$ cat src/hdl/i2c_pkg.sv
// I2C bus definitions for the board interface.
// Bus count, synchronizer depth and the bus conditions seen by the resolver.

package i2c_pkg;

  // Number of I2C buses on the board.
  localparam int unsigned NumI2c = 2;

  // Flops between the resolved line and the controller input.
  localparam int unsigned SyncStages = 2;

  // Bus condition seen in one cycle of synchronized SCL and SDA.
  // Start and stop only count while SCL is high.
  typedef enum logic [1:0] {
    // SCL high, SDA steady.
    CondIdle  = 2'd0,
    // SDA falls while SCL is high.
    CondStart = 2'd1,
    // SDA rises while SCL is high.
    CondStop  = 2'd2,
    // SCL low, so SDA may change freely.
    CondData  = 2'd3
  } i2c_cond_e;

endpackage

$ cat src/hdl/fault_pkg.sv
// Fault indicator definitions for the board interface.
// Cause count, cause codes and the LED blink rate.

package fault_pkg;

  // Number of hardware fault causes.
  localparam int unsigned FaultWidth = 9;

  // Cause code of a report.
  // Each value equals the bit index of the cause in the fault vector.
  typedef enum logic [3:0] {
    FaultBounds              = 4'd0,
    FaultTag                 = 4'd1,
    FaultSeal                = 4'd2,
    FaultPermitExecute       = 4'd3,
    FaultPermitLoad          = 4'd4,
    FaultPermitStore         = 4'd5,
    FaultPermitStoreCap      = 4'd6,
    FaultPermitStoreLocalCap = 4'd7,
    // Access to system registers.
    FaultPermitAccSys        = 4'd8
  } fault_cause_e;

  // Default LED half-period in clock cycles.
  localparam int unsigned BlinkDivDefault = 8;

endpackage

$ cat src/hdl/i2c_line_resolver.sv
// I2C line resolver for one bus.
// Wired-AND of controller and device drives, synchronized read-back
// and a bus-busy level from START and STOP.

`timescale 1ns/100ps

module i2c_line_resolver import i2c_pkg::*; (
  input  logic clk_i,
  input  logic rst_ni,

  // Controller side drives open-drain style.
  input  logic scl_o_i,
  input  logic scl_en_i,
  input  logic sda_o_i,
  input  logic sda_en_i,

  // External device pulls. A 1 pulls the line low.
  input  logic dev_scl_pull_i,
  input  logic dev_sda_pull_i,

  output logic scl_line_o,
  output logic sda_line_o,
  output logic scl_in_o,
  output logic sda_in_o,
  output logic bus_busy_o
);

  logic                  scl_line;
  logic                  sda_line;
  logic [SyncStages-1:0] scl_sync_q;
  logic [SyncStages-1:0] sda_sync_q;
  logic                  scl_in;
  logic                  sda_in;
  logic                  sda_prev_q;
  i2c_cond_e             cond;
  logic                  busy_d;
  logic                  busy_q;

  // Line is low if either side pulls it.
  // Controller pulls only when enabled with a low output.
  assign scl_line = ~((scl_en_i & ~scl_o_i) | dev_scl_pull_i);
  assign sda_line = ~((sda_en_i & ~sda_o_i) | dev_sda_pull_i);

  assign scl_line_o = scl_line;
  assign sda_line_o = sda_line;

  // Synchronizers.
  // Reset to the idle level of a pulled-up bus.
  always_ff @(posedge clk_i or negedge rst_ni) begin
    if (!rst_ni) begin
      scl_sync_q <= '1;
      sda_sync_q <= '1;
    end else begin
      scl_sync_q <= {scl_sync_q[SyncStages-2:0], scl_line};
      sda_sync_q <= {sda_sync_q[SyncStages-2:0], sda_line};
    end
  end

  assign scl_in = scl_sync_q[SyncStages-1];
  assign sda_in = sda_sync_q[SyncStages-1];

  assign scl_in_o = scl_in;
  assign sda_in_o = sda_in;

  // Classify this cycle from the synchronized levels.
  always_comb begin
    cond = CondIdle;
    if (!scl_in) begin
      cond = CondData;
    end else if (sda_prev_q && !sda_in) begin
      cond = CondStart;
    end else if (!sda_prev_q && sda_in) begin
      cond = CondStop;
    end
  end

  // START sets busy, STOP clears it.
  always_comb begin
    case (cond)
      CondStart: busy_d = 1'b1;
      CondStop:  busy_d = 1'b0;
      default:   busy_d = busy_q;
    endcase
  end

  always_ff @(posedge clk_i or negedge rst_ni) begin
    if (!rst_ni) begin
      sda_prev_q <= 1'b1;
      busy_q     <= 1'b0;
    end else begin
      sda_prev_q <= sda_in;
      busy_q     <= busy_d;
    end
  end

  assign bus_busy_o = busy_q;

endmodule

$ cat src/hdl/fault_reporter.sv
// Fault reporter.
// Latches each fault cause once, queues it and reports the lowest
// pending cause as a one-cycle pulse with its cause code.

`timescale 1ns/100ps

module fault_reporter import fault_pkg::*; (
  input  logic                  clk_i,
  input  logic                  rst_ni,

  // Fault lines as levels, pulses or LED-modulated signals.
  input  logic [FaultWidth-1:0] fault_i,

  output logic                  report_o,
  output fault_cause_e          report_cause_o,
  output logic [FaultWidth-1:0] fault_seen_o
);

  logic [FaultWidth-1:0] pending_d;
  logic [FaultWidth-1:0] pending_q;
  logic [FaultWidth-1:0] seen_d;
  logic [FaultWidth-1:0] seen_q;
  logic [FaultWidth-1:0] fresh;
  logic [FaultWidth-1:0] pick;
  logic                  any_pending;
  fault_cause_e          pick_cause;
  logic                  report_q;
  fault_cause_e          report_cause_q;

  // New causes only.
  // A cause already queued or reported is ignored, so a modulated line
  // cannot raise a second report.
  assign fresh = fault_i & ~pending_q & ~seen_q;

  assign any_pending = |pending_q;

  // Isolate the lowest pending bit.
  assign pick = pending_q & (~pending_q + 1'b1);

  // Encode the picked bit as a cause code.
  always_comb begin
    pick_cause = FaultBounds;
    for (int unsigned i = 0; i < FaultWidth; i++) begin
      if (pick[i]) begin
        pick_cause = fault_cause_e'(i);
      end
    end
  end

  // Picked bit leaves pending and joins seen.
  assign pending_d = (pending_q & ~pick) | fresh;
  assign seen_d    = seen_q | pick;

  always_ff @(posedge clk_i or negedge rst_ni) begin
    if (!rst_ni) begin
      pending_q <= '0;
      seen_q    <= '0;
      report_q  <= 1'b0;
    end else begin
      pending_q <= pending_d;
      seen_q    <= seen_d;
      // One report per cycle while anything is queued.
      report_q  <= any_pending;
    end
  end

  // Cause code of the picked bit, captured with each report.
  always_ff @(posedge clk_i) begin
    if (any_pending) begin
      report_cause_q <= pick_cause;
    end
  end

  assign report_o       = report_q;
  assign report_cause_o = report_cause_q;
  assign fault_seen_o   = seen_q;

endmodule

$ cat src/hdl/fault_led_driver.sv
// Fault LED driver.
// Blinks one LED for every fault cause that has been reported.

`timescale 1ns/100ps

module fault_led_driver import fault_pkg::*; #(
  // Half-period of the blink in clock cycles.
  parameter int unsigned BlinkDiv = BlinkDivDefault
) (
  input  logic                  clk_i,
  input  logic                  rst_ni,
  input  logic [FaultWidth-1:0] fault_seen_i,
  output logic [FaultWidth-1:0] fault_led_o
);

  localparam int unsigned CntWidth = (BlinkDiv > 1) ? $clog2(BlinkDiv) : 1;

  logic [CntWidth-1:0]   cnt_q;
  logic                  cnt_wrap;
  logic                  blink_q;
  logic [FaultWidth-1:0] led_q;

  // End of a half-period.
  assign cnt_wrap = (cnt_q == CntWidth'(BlinkDiv - 1));

  // Phase counter and blink flag.
  // Flag starts dark and toggles once per half-period.
  always_ff @(posedge clk_i or negedge rst_ni) begin
    if (!rst_ni) begin
      cnt_q   <= '0;
      blink_q <= 1'b0;
    end else if (cnt_wrap) begin
      cnt_q   <= '0;
      blink_q <= ~blink_q;
    end else begin
      cnt_q   <= cnt_q + 1'b1;
    end
  end

  // Registered LED outputs.
  always_ff @(posedge clk_i or negedge rst_ni) begin
    if (!rst_ni) begin
      led_q <= '0;
    end else begin
      led_q <= fault_seen_i & {FaultWidth{blink_q}};
    end
  end

  assign fault_led_o = led_q;

endmodule

$ cat src/hdl/board_io_top.sv
// Board interface top level.
// Resolves the I2C buses and turns fault lines into reports and LEDs.

`timescale 1ns/100ps

module board_io_top import i2c_pkg::*, fault_pkg::*; #(
  parameter int unsigned NumI2c   = i2c_pkg::NumI2c,
  parameter int unsigned BlinkDiv = BlinkDivDefault
) (
  input  logic                  clk_i,
  input  logic                  rst_ni,

  // I2C controller drives.
  input  logic [NumI2c-1:0]     scl_o_i,
  input  logic [NumI2c-1:0]     scl_en_i,
  input  logic [NumI2c-1:0]     sda_o_i,
  input  logic [NumI2c-1:0]     sda_en_i,

  // I2C device pulls.
  input  logic [NumI2c-1:0]     dev_scl_pull_i,
  input  logic [NumI2c-1:0]     dev_sda_pull_i,

  // Resolved lines and controller read-back.
  output logic [NumI2c-1:0]     scl_line_o,
  output logic [NumI2c-1:0]     sda_line_o,
  output logic [NumI2c-1:0]     scl_in_o,
  output logic [NumI2c-1:0]     sda_in_o,
  output logic [NumI2c-1:0]     bus_busy_o,

  // Fault lines and reports.
  input  logic [FaultWidth-1:0] fault_i,
  output logic                  report_o,
  output fault_cause_e          report_cause_o,
  output logic [FaultWidth-1:0] fault_seen_o,
  output logic [FaultWidth-1:0] fault_led_o
);

  logic [FaultWidth-1:0] fault_seen;

  // One resolver per bus.
  for (genvar b = 0; b < NumI2c; b++) begin : gen_i2c
    i2c_line_resolver u_i2c_line_resolver (
      .clk_i          (clk_i),
      .rst_ni         (rst_ni),
      .scl_o_i        (scl_o_i[b]),
      .scl_en_i       (scl_en_i[b]),
      .sda_o_i        (sda_o_i[b]),
      .sda_en_i       (sda_en_i[b]),
      .dev_scl_pull_i (dev_scl_pull_i[b]),
      .dev_sda_pull_i (dev_sda_pull_i[b]),
      .scl_line_o     (scl_line_o[b]),
      .sda_line_o     (sda_line_o[b]),
      .scl_in_o       (scl_in_o[b]),
      .sda_in_o       (sda_in_o[b]),
      .bus_busy_o     (bus_busy_o[b])
    );
  end

  // First-occurrence fault reports.
  fault_reporter u_fault_reporter (
    .clk_i          (clk_i),
    .rst_ni         (rst_ni),
    .fault_i        (fault_i),
    .report_o       (report_o),
    .report_cause_o (report_cause_o),
    .fault_seen_o   (fault_seen)
  );

  assign fault_seen_o = fault_seen;

  // Blinking LEDs for reported causes.
  fault_led_driver #(
    .BlinkDiv (BlinkDiv)
  ) u_fault_led_driver (
    .clk_i        (clk_i),
    .rst_ni       (rst_ni),
    .fault_seen_i (fault_seen),
    .fault_led_o  (fault_led_o)
  );

endmodule

$ cat config.mk
export PLATFORM = sky130hd
export DESIGN_NAME = board_io_top
export DESIGN_NICKNAME = d
export VERILOG_FILES = /design/src/hdl/i2c_pkg.sv /design/src/hdl/fault_pkg.sv /design/src/hdl/i2c_line_resolver.sv /design/src/hdl/fault_reporter.sv /design/src/hdl/fault_led_driver.sv /design/src/hdl/board_io_top.sv
export SDC_FILE = /design/constraint.sdc
export NUM_CORES = 1
export LEC_CHECK = 0
export BUFFER_PORTS_ARGS = -buffer_cell sky130_fd_sc_hd__buf_2
export CORE_ASPECT_RATIO = 1.75
export CORE_MARGIN = 2
export CORE_UTILIZATION = 49
export DETAILED_ROUTE_END_ITERATION = 8
export PLACE_DENSITY = 0.77
export SLEW_MARGIN = 20
export SYNTH_ARGS = -nofsm -noshare
export SYNTH_HDL_FRONTEND = slang
export SYNTH_HIERARCHICAL = 1
export SYNTH_SLANG_ARGS = --single-unit
$ cat constraint.sdc
create_clock -name clk_i -period 1.97 [get_ports clk_i]
set_input_delay 0.197 -clock clk_i [delete_from_list [all_inputs] [get_ports clk_i]]
set_output_delay 0.197 -clock clk_i [all_outputs]
set_load 0.01 [all_outputs]
# Word level (Yosys, flattened, before mapping)
# Index checks and enable logic that the tools add are counted.
dict set report totals {
  romBits 0
  memories 0
  in_bits 23
  output_inout_bits 33
  reg_bits 48
  latch_bits 0
  mem_bits_rw 0
}
dict set report classes {
  order_cmp 0
  n_mul 0
  n_eq_ne 5
  div_mod_pow 0
  n_addsub 2
  mux 16
  reduce_logical 11
  n_shift 0
  bitwise 27
}
# cell count
set op_table {}
lappend op_table {{9-bit AND} 5}
lappend op_table {{9-bit NOT} 3}
lappend op_table {{4-bit two-way mux} 6}
lappend op_table {{9-bit OR} 2}
lappend op_table {{2-bit two-way mux} 6}
lappend op_table {{9-bit by 1-bit adder with 9-bit output (second input constant)} 1}
lappend op_table {{1-bit NOT} 9}
lappend op_table {{9-bit OR reduction} 1}
lappend op_table {{1-bit AND} 4}
lappend op_table {{2-bit by 1-bit == test with 1-bit output (second input constant)} 2}
lappend op_table {{2-bit == test (second input constant)} 2}
lappend op_table {{1-bit logical AND} 4}
lappend op_table {{1-bit zero test} 4}
lappend op_table {{1-bit OR} 4}
lappend op_table {{1-bit one-hot mux with 2 select lines} 2}
lappend op_table {{2-bit nonzero test} 2}
lappend op_table {{3-bit by 1-bit adder with 3-bit output (second input constant)} 1}
lappend op_table {{3-bit == test (second input constant)} 1}
lappend op_table {{3-bit two-way mux} 1}
lappend op_table {{1-bit two-way mux} 1}

# Longest topological paths before layout
dict set report depth {
  depth_word 10
  ltp_mapped 5
  ltp_nobuf 5
}

# Cells and area by module
# The synthesis kept the hierarchy.
# module seq_area_each_um2 area_each_um2 cells_each instances
set by_module_without_submodules {}
lappend by_module_without_submodules {fault_reporter 595.6 915.9 75 1}
lappend by_module_without_submodules {i2c_line_resolver 156.4 222.7 16 2}
lappend by_module_without_submodules {fault_led_driver 325.3 430.4 26 1}

# Worst setup path before layout
# No wires, ideal clock.
dict set report synth_timing {
  path_kind {register to register}
  start {register u_fault_reporter.pending_q[3]}
  end {register u_fault_reporter.report_cause_q[0] (netlist: u_fault_reporter/report_cause_o[0]) (enable)}
  t_arrival_ns 1.153
  setup_slack_ns 0.551
  path_stages_with_launch 4
  setup_time_ns 0.266
  period_less_slack_ns 1.419
  n_path_buf 0
  required_time_ns 1.704
  path_cell_list {dfrtp_1 > nor4_4 > nand3_1 > or2_1}
}
dict set report synth_between {
  elab_chain_cells 1
}
# item line
set synth_lines {}
lappend synth_lines {{start: declaration} fault_reporter.sv:20} ;# logic [FaultWidth-1:0] pending_q;
lappend synth_lines {{start signal: assignment} fault_reporter.sv:60} ;# pending_q <= pending_d;
lappend synth_lines {{9-bit OR reduction} fault_reporter.sv:35} ;# assign any_pending = |pending_q;
lappend synth_lines {{net u_fault_reporter.any_pending} fault_reporter.sv:25} ;# logic any_pending;
lappend synth_lines {{end signal: assignment} fault_reporter.sv:70} ;# report_cause_q <= pick_cause;
lappend synth_lines {{end: declaration} fault_reporter.sv:28} ;# fault_cause_e report_cause_q;
# The timed path passes the listed nets, and every way through them passes these cells.
# A chain may end at the register's enable or synchronous reset.

# Worst setup path after layout
# Ends and elaborated chain as after synthesis.

==> impl_metrics.tcl <==
set metrics [dict create \
    drtIter0Drc 10 \
    io_pins 56 \
    finClkSkew_ns 0.003294 \
    core_um2 3556 \
    wirelength_mm 3.069 \
    hp-start "dev_sda_pull_i[0]" \
    clk_latency_ns 0.29 \
    setup_violations 0 \
    r2r_slack_ns 0.44 \
    gp_congestion 0.8169 \
    fp.dieW_um 49.71 \
    drive_above_1_share 0.4925 \
    synth_top_family_by_area "simple AND/OR/NAND/NOR gates" \
    die_h_um 84.00 \
    synthAdderAreaFrac 0.02793 \
    clkTransAtPathRegs_ns 0.08 \
    yosys.cell_types.count 31 \
    rr_worst_depth 3 \
    start_util 0.5039 \
    min_to "gen_i2c[0].u_i2c_line_resolver/sda_sync_q[0]" \
    synth-edff-count 4 \
    avgSynthCellArea_um2 13.47 \
    antenna_cells 0 \
    cts_inserted_buffers 5 \
    tns_ns 0 \
    netlist.area_leader.share 0.4749 \
    drv_cap 0 \
    yosys.area_share.simple 0.1453 \
    path_class "reg2reg" \
    vias 1216 \
    status "completed" \
    worstReg2RegEnd "u_fault_reporter/report_cause_o[0]" \
    worstMarginPinSlew_ns 0.3860 \
    cp.arrival_ns 1.57 \
    grt_remaining_overflow 0 \
    min_path_cells 2 \
    firstDrtPassIters 4 \
    combPwrFrac 0.243 \
    cts_sinks 48 \
    synth_nets 160 \
    switching_power_uw 773.3 \
    die_area_um2 4175 \
    synth_compound_area_frac 0.1166 \
    muxShareOfSynthArea 0 \
    yosys_warnings 6 \
    relSlewSlack 0.7407 \
    grt_pass1_vias 1229 \
    stdcell_count 245 \
    power_leakage_uw 0.001151 \
    nets 225 \
    cp_max_fo 7 \
    yosysSeqAreaShare 0.6885 \
    syn_area_um2 1792 \
    intPower_uw 1837 \
    dp.cells 236 \
    drv_slew 0 \
    syn_inst 133 \
    async_flop_share 0.9167 \
    reg2reg_from "u_fault_reporter/pending_q[3]" \
    holdCritPathClass "in2reg" \
    rows 29 \
    synth_xor_area_frac 0.004888 \
    grt_max_degree 18 \
    htreeDepth 2 \
    post_cts_buffers 0 \
    clock-root-buffer "clkbuf_8" \
    syn_to_final_growth_pct 25.56 \
    port_buffers 55 \
    max_freq_mhz 652.7 \
    antenna_left 0 \
    clock_tree.buffer_depth 2 \
    wl_per_cell_um 12.53 \
    worstPathRequired_ns 2.01 \
    grt_usage 0.1663 \
    drc 0 \
    pwr-share-clk 0.232 \
    power.density_nw_per_um2 1160 \
    place_hpwl_mm 2.392 \
    hold_viol_final 0 \
    ir_drop_mv 0.7648 \
    fin_crit_ns 1.532 \
    cp-start-kind "flop" \
    grt_pass1_wl_mm 5.313 \
    synth_area_leaders "dfrtp_1, dfstp_2, edfxtp_1, and2_2, nor2_1" \
    synth_ff_type "dfrtp_1" \
    antenna_found_initial 0 \
    rsz0062_at_grt "false" \
    cts_resized 0 \
    endpoint_kind "flop" \
    finalCritPeriodShare 0.7777 \
    ys_seq_elements 48 \
    synth_commonest_cells "dfrtp_1, nor2_1, and2_2, dfstp_2, inv_1" \
    via_per_inst 4.963 \
    seq_power_share 0.525 \
    yosysMostFrequentCell "dfrtp_1" \
    synth_top_area_cell "dfrtp_1" \
    cts_tree "yes" \
    switching_share 0.2962 \
]
[cell usage in the layout, fill, tap and decap left out, drive strengths merged]
cell / Yosys / routed
o21a: 1 / 1
buf: 0 / 57
and3: 1 / 1
inv: 8 / 8
dlygate4sd3: 0 / 1
clkbuf: 0 / 8
edfxtp: 4 / 4
nor3b: 1 / 1
a21o: 4 / 4
ha: 4 / 4
nand3: 2 / 2
dfstp: 10 / 10
nor4: 1 / 1
or2b: 1 / 1
or2: 3 / 3
nor2b: 2 / 2
nor2: 14 / 14
a22o: 5 / 5
o21ai: 6 / 6
a21oi: 5 / 5
nor3: 1 / 1
a21boi: 2 / 2
and2: 10 / 10
dfrtp: 34 / 34
o22ai: 1 / 1
xor2: 1 / 1
nand2: 6 / 6
nand2b: 2 / 2
a31o: 3 / 3
nand4b: 1 / 1
[cell families after synthesis]
kind of cell / after synthesis
AOI/OAI and AO/OA: 27
xor gates and xnor gates: 1
adders and majority gates: 4
buffers and inverters: 8
DFF: 48
and+or+nand+nor: 45
[layer usage]
| metal | track usage | share of wire | up-vias |
|---|---|---|---|
| li1 | - | - | 580 |
| met1 | 0.1822 | 0.36 | 587 |
| met2 | 0.2909 | 0.56 | 42 |
| met3 | 0.04122 | 0.054 | 7 |
| met4 | 0.08081 | 0.024 | 0 |
| met5 | 0 | 0 | - |
[sequential cells by signal (all words and copies together), names as in the netlist]
signal                                  flops
u_fault_led_driver/blink_q                  1
u_fault_reporter/report_o                   1
u_fault_led_driver/cnt_q                    3
u_fault_reporter/pending_q                  9
u_fault_led_driver/fault_led_o              9
gen_i2c.u_i2c_line_resolver/bus_busy_o      2
u_fault_reporter/fault_seen_o               9
gen_i2c.u_i2c_line_resolver/scl_sync_q      4
gen_i2c.u_i2c_line_resolver/sda_sync_q      4
u_fault_reporter/report_cause_o             4
gen_i2c.u_i2c_line_resolver/sda_prev_q      2
[power by group through the flow]
stage                     logic, uW  registers (uW)  clock network, uW
after CTS                       640            1370                624
after detailed placement        635            1390                  0
after global placement          623            1380                  0
after global routing            709            1400                662
after floorplan                 346            1430                  0
final                           634            1370                605
[metrics by stage]
stage	instance area, um^2	worst slack, ns	power [uW]	utilization	hold WS (ns)
2_1_floorplan	1792	0.5509	1773	-	-0.09859
3_3_place_gp	2140	0.4995	1999	0.6017	0.1095
6_report	2250	0.4380	2610	0.6327	0.01774
3_5_place_dp	2140	0.4471	2028	0.6017	0.1087
5_1_grt	2250	0.2903	2770	0.6327	0.01310
4_1_cts	2250	0.4339	2637	0.6327	0.005413
[critical path, stage by stage, from the launching register on]
cell and delay [ns]:
dfrtp_1 0.47, nor4_4 0.37, nand3_1 0.14, or2_1 0.31
[worst max-delay path by stage]
stage                                   from                                  to  slack, ns  depth (start not counted)
2_1_floorplan  u_fault_reporter/pending_q[3]  u_fault_reporter/report_cause_o[0]       0.55                          3
3_3_place_gp   u_fault_reporter/pending_q[3]  u_fault_reporter/report_cause_o[0]       0.50                          3
3_5_place_dp   u_fault_reporter/pending_q[3]  u_fault_reporter/report_cause_o[3]       0.45                          3
4_1_cts        u_fault_reporter/pending_q[3]  u_fault_reporter/report_cause_o[0]       0.43                          3
5_1_grt        u_fault_reporter/pending_q[3]  u_fault_reporter/report_cause_o[0]       0.29                          3
6_report       u_fault_reporter/pending_q[3]  u_fault_reporter/report_cause_o[0]       0.44                          3
[repair_timing]
item                                   CTS  global route
endpoints found under the hold margin   13             0
setup endpoints to repair                0             0
hold buffers                             1             0
[layout make-up]
type	instances	area (um^2)
Tap cell	46	57.56
Inverter	8	30.03
Fill cell	313	1306
Multi-Input combinational cell	77	528.0
Timing Repair Buffer	58	300.3
Sequential cell	48	1234
Clock buffer	8	100.1
Power figures use the tool's default switching activity.
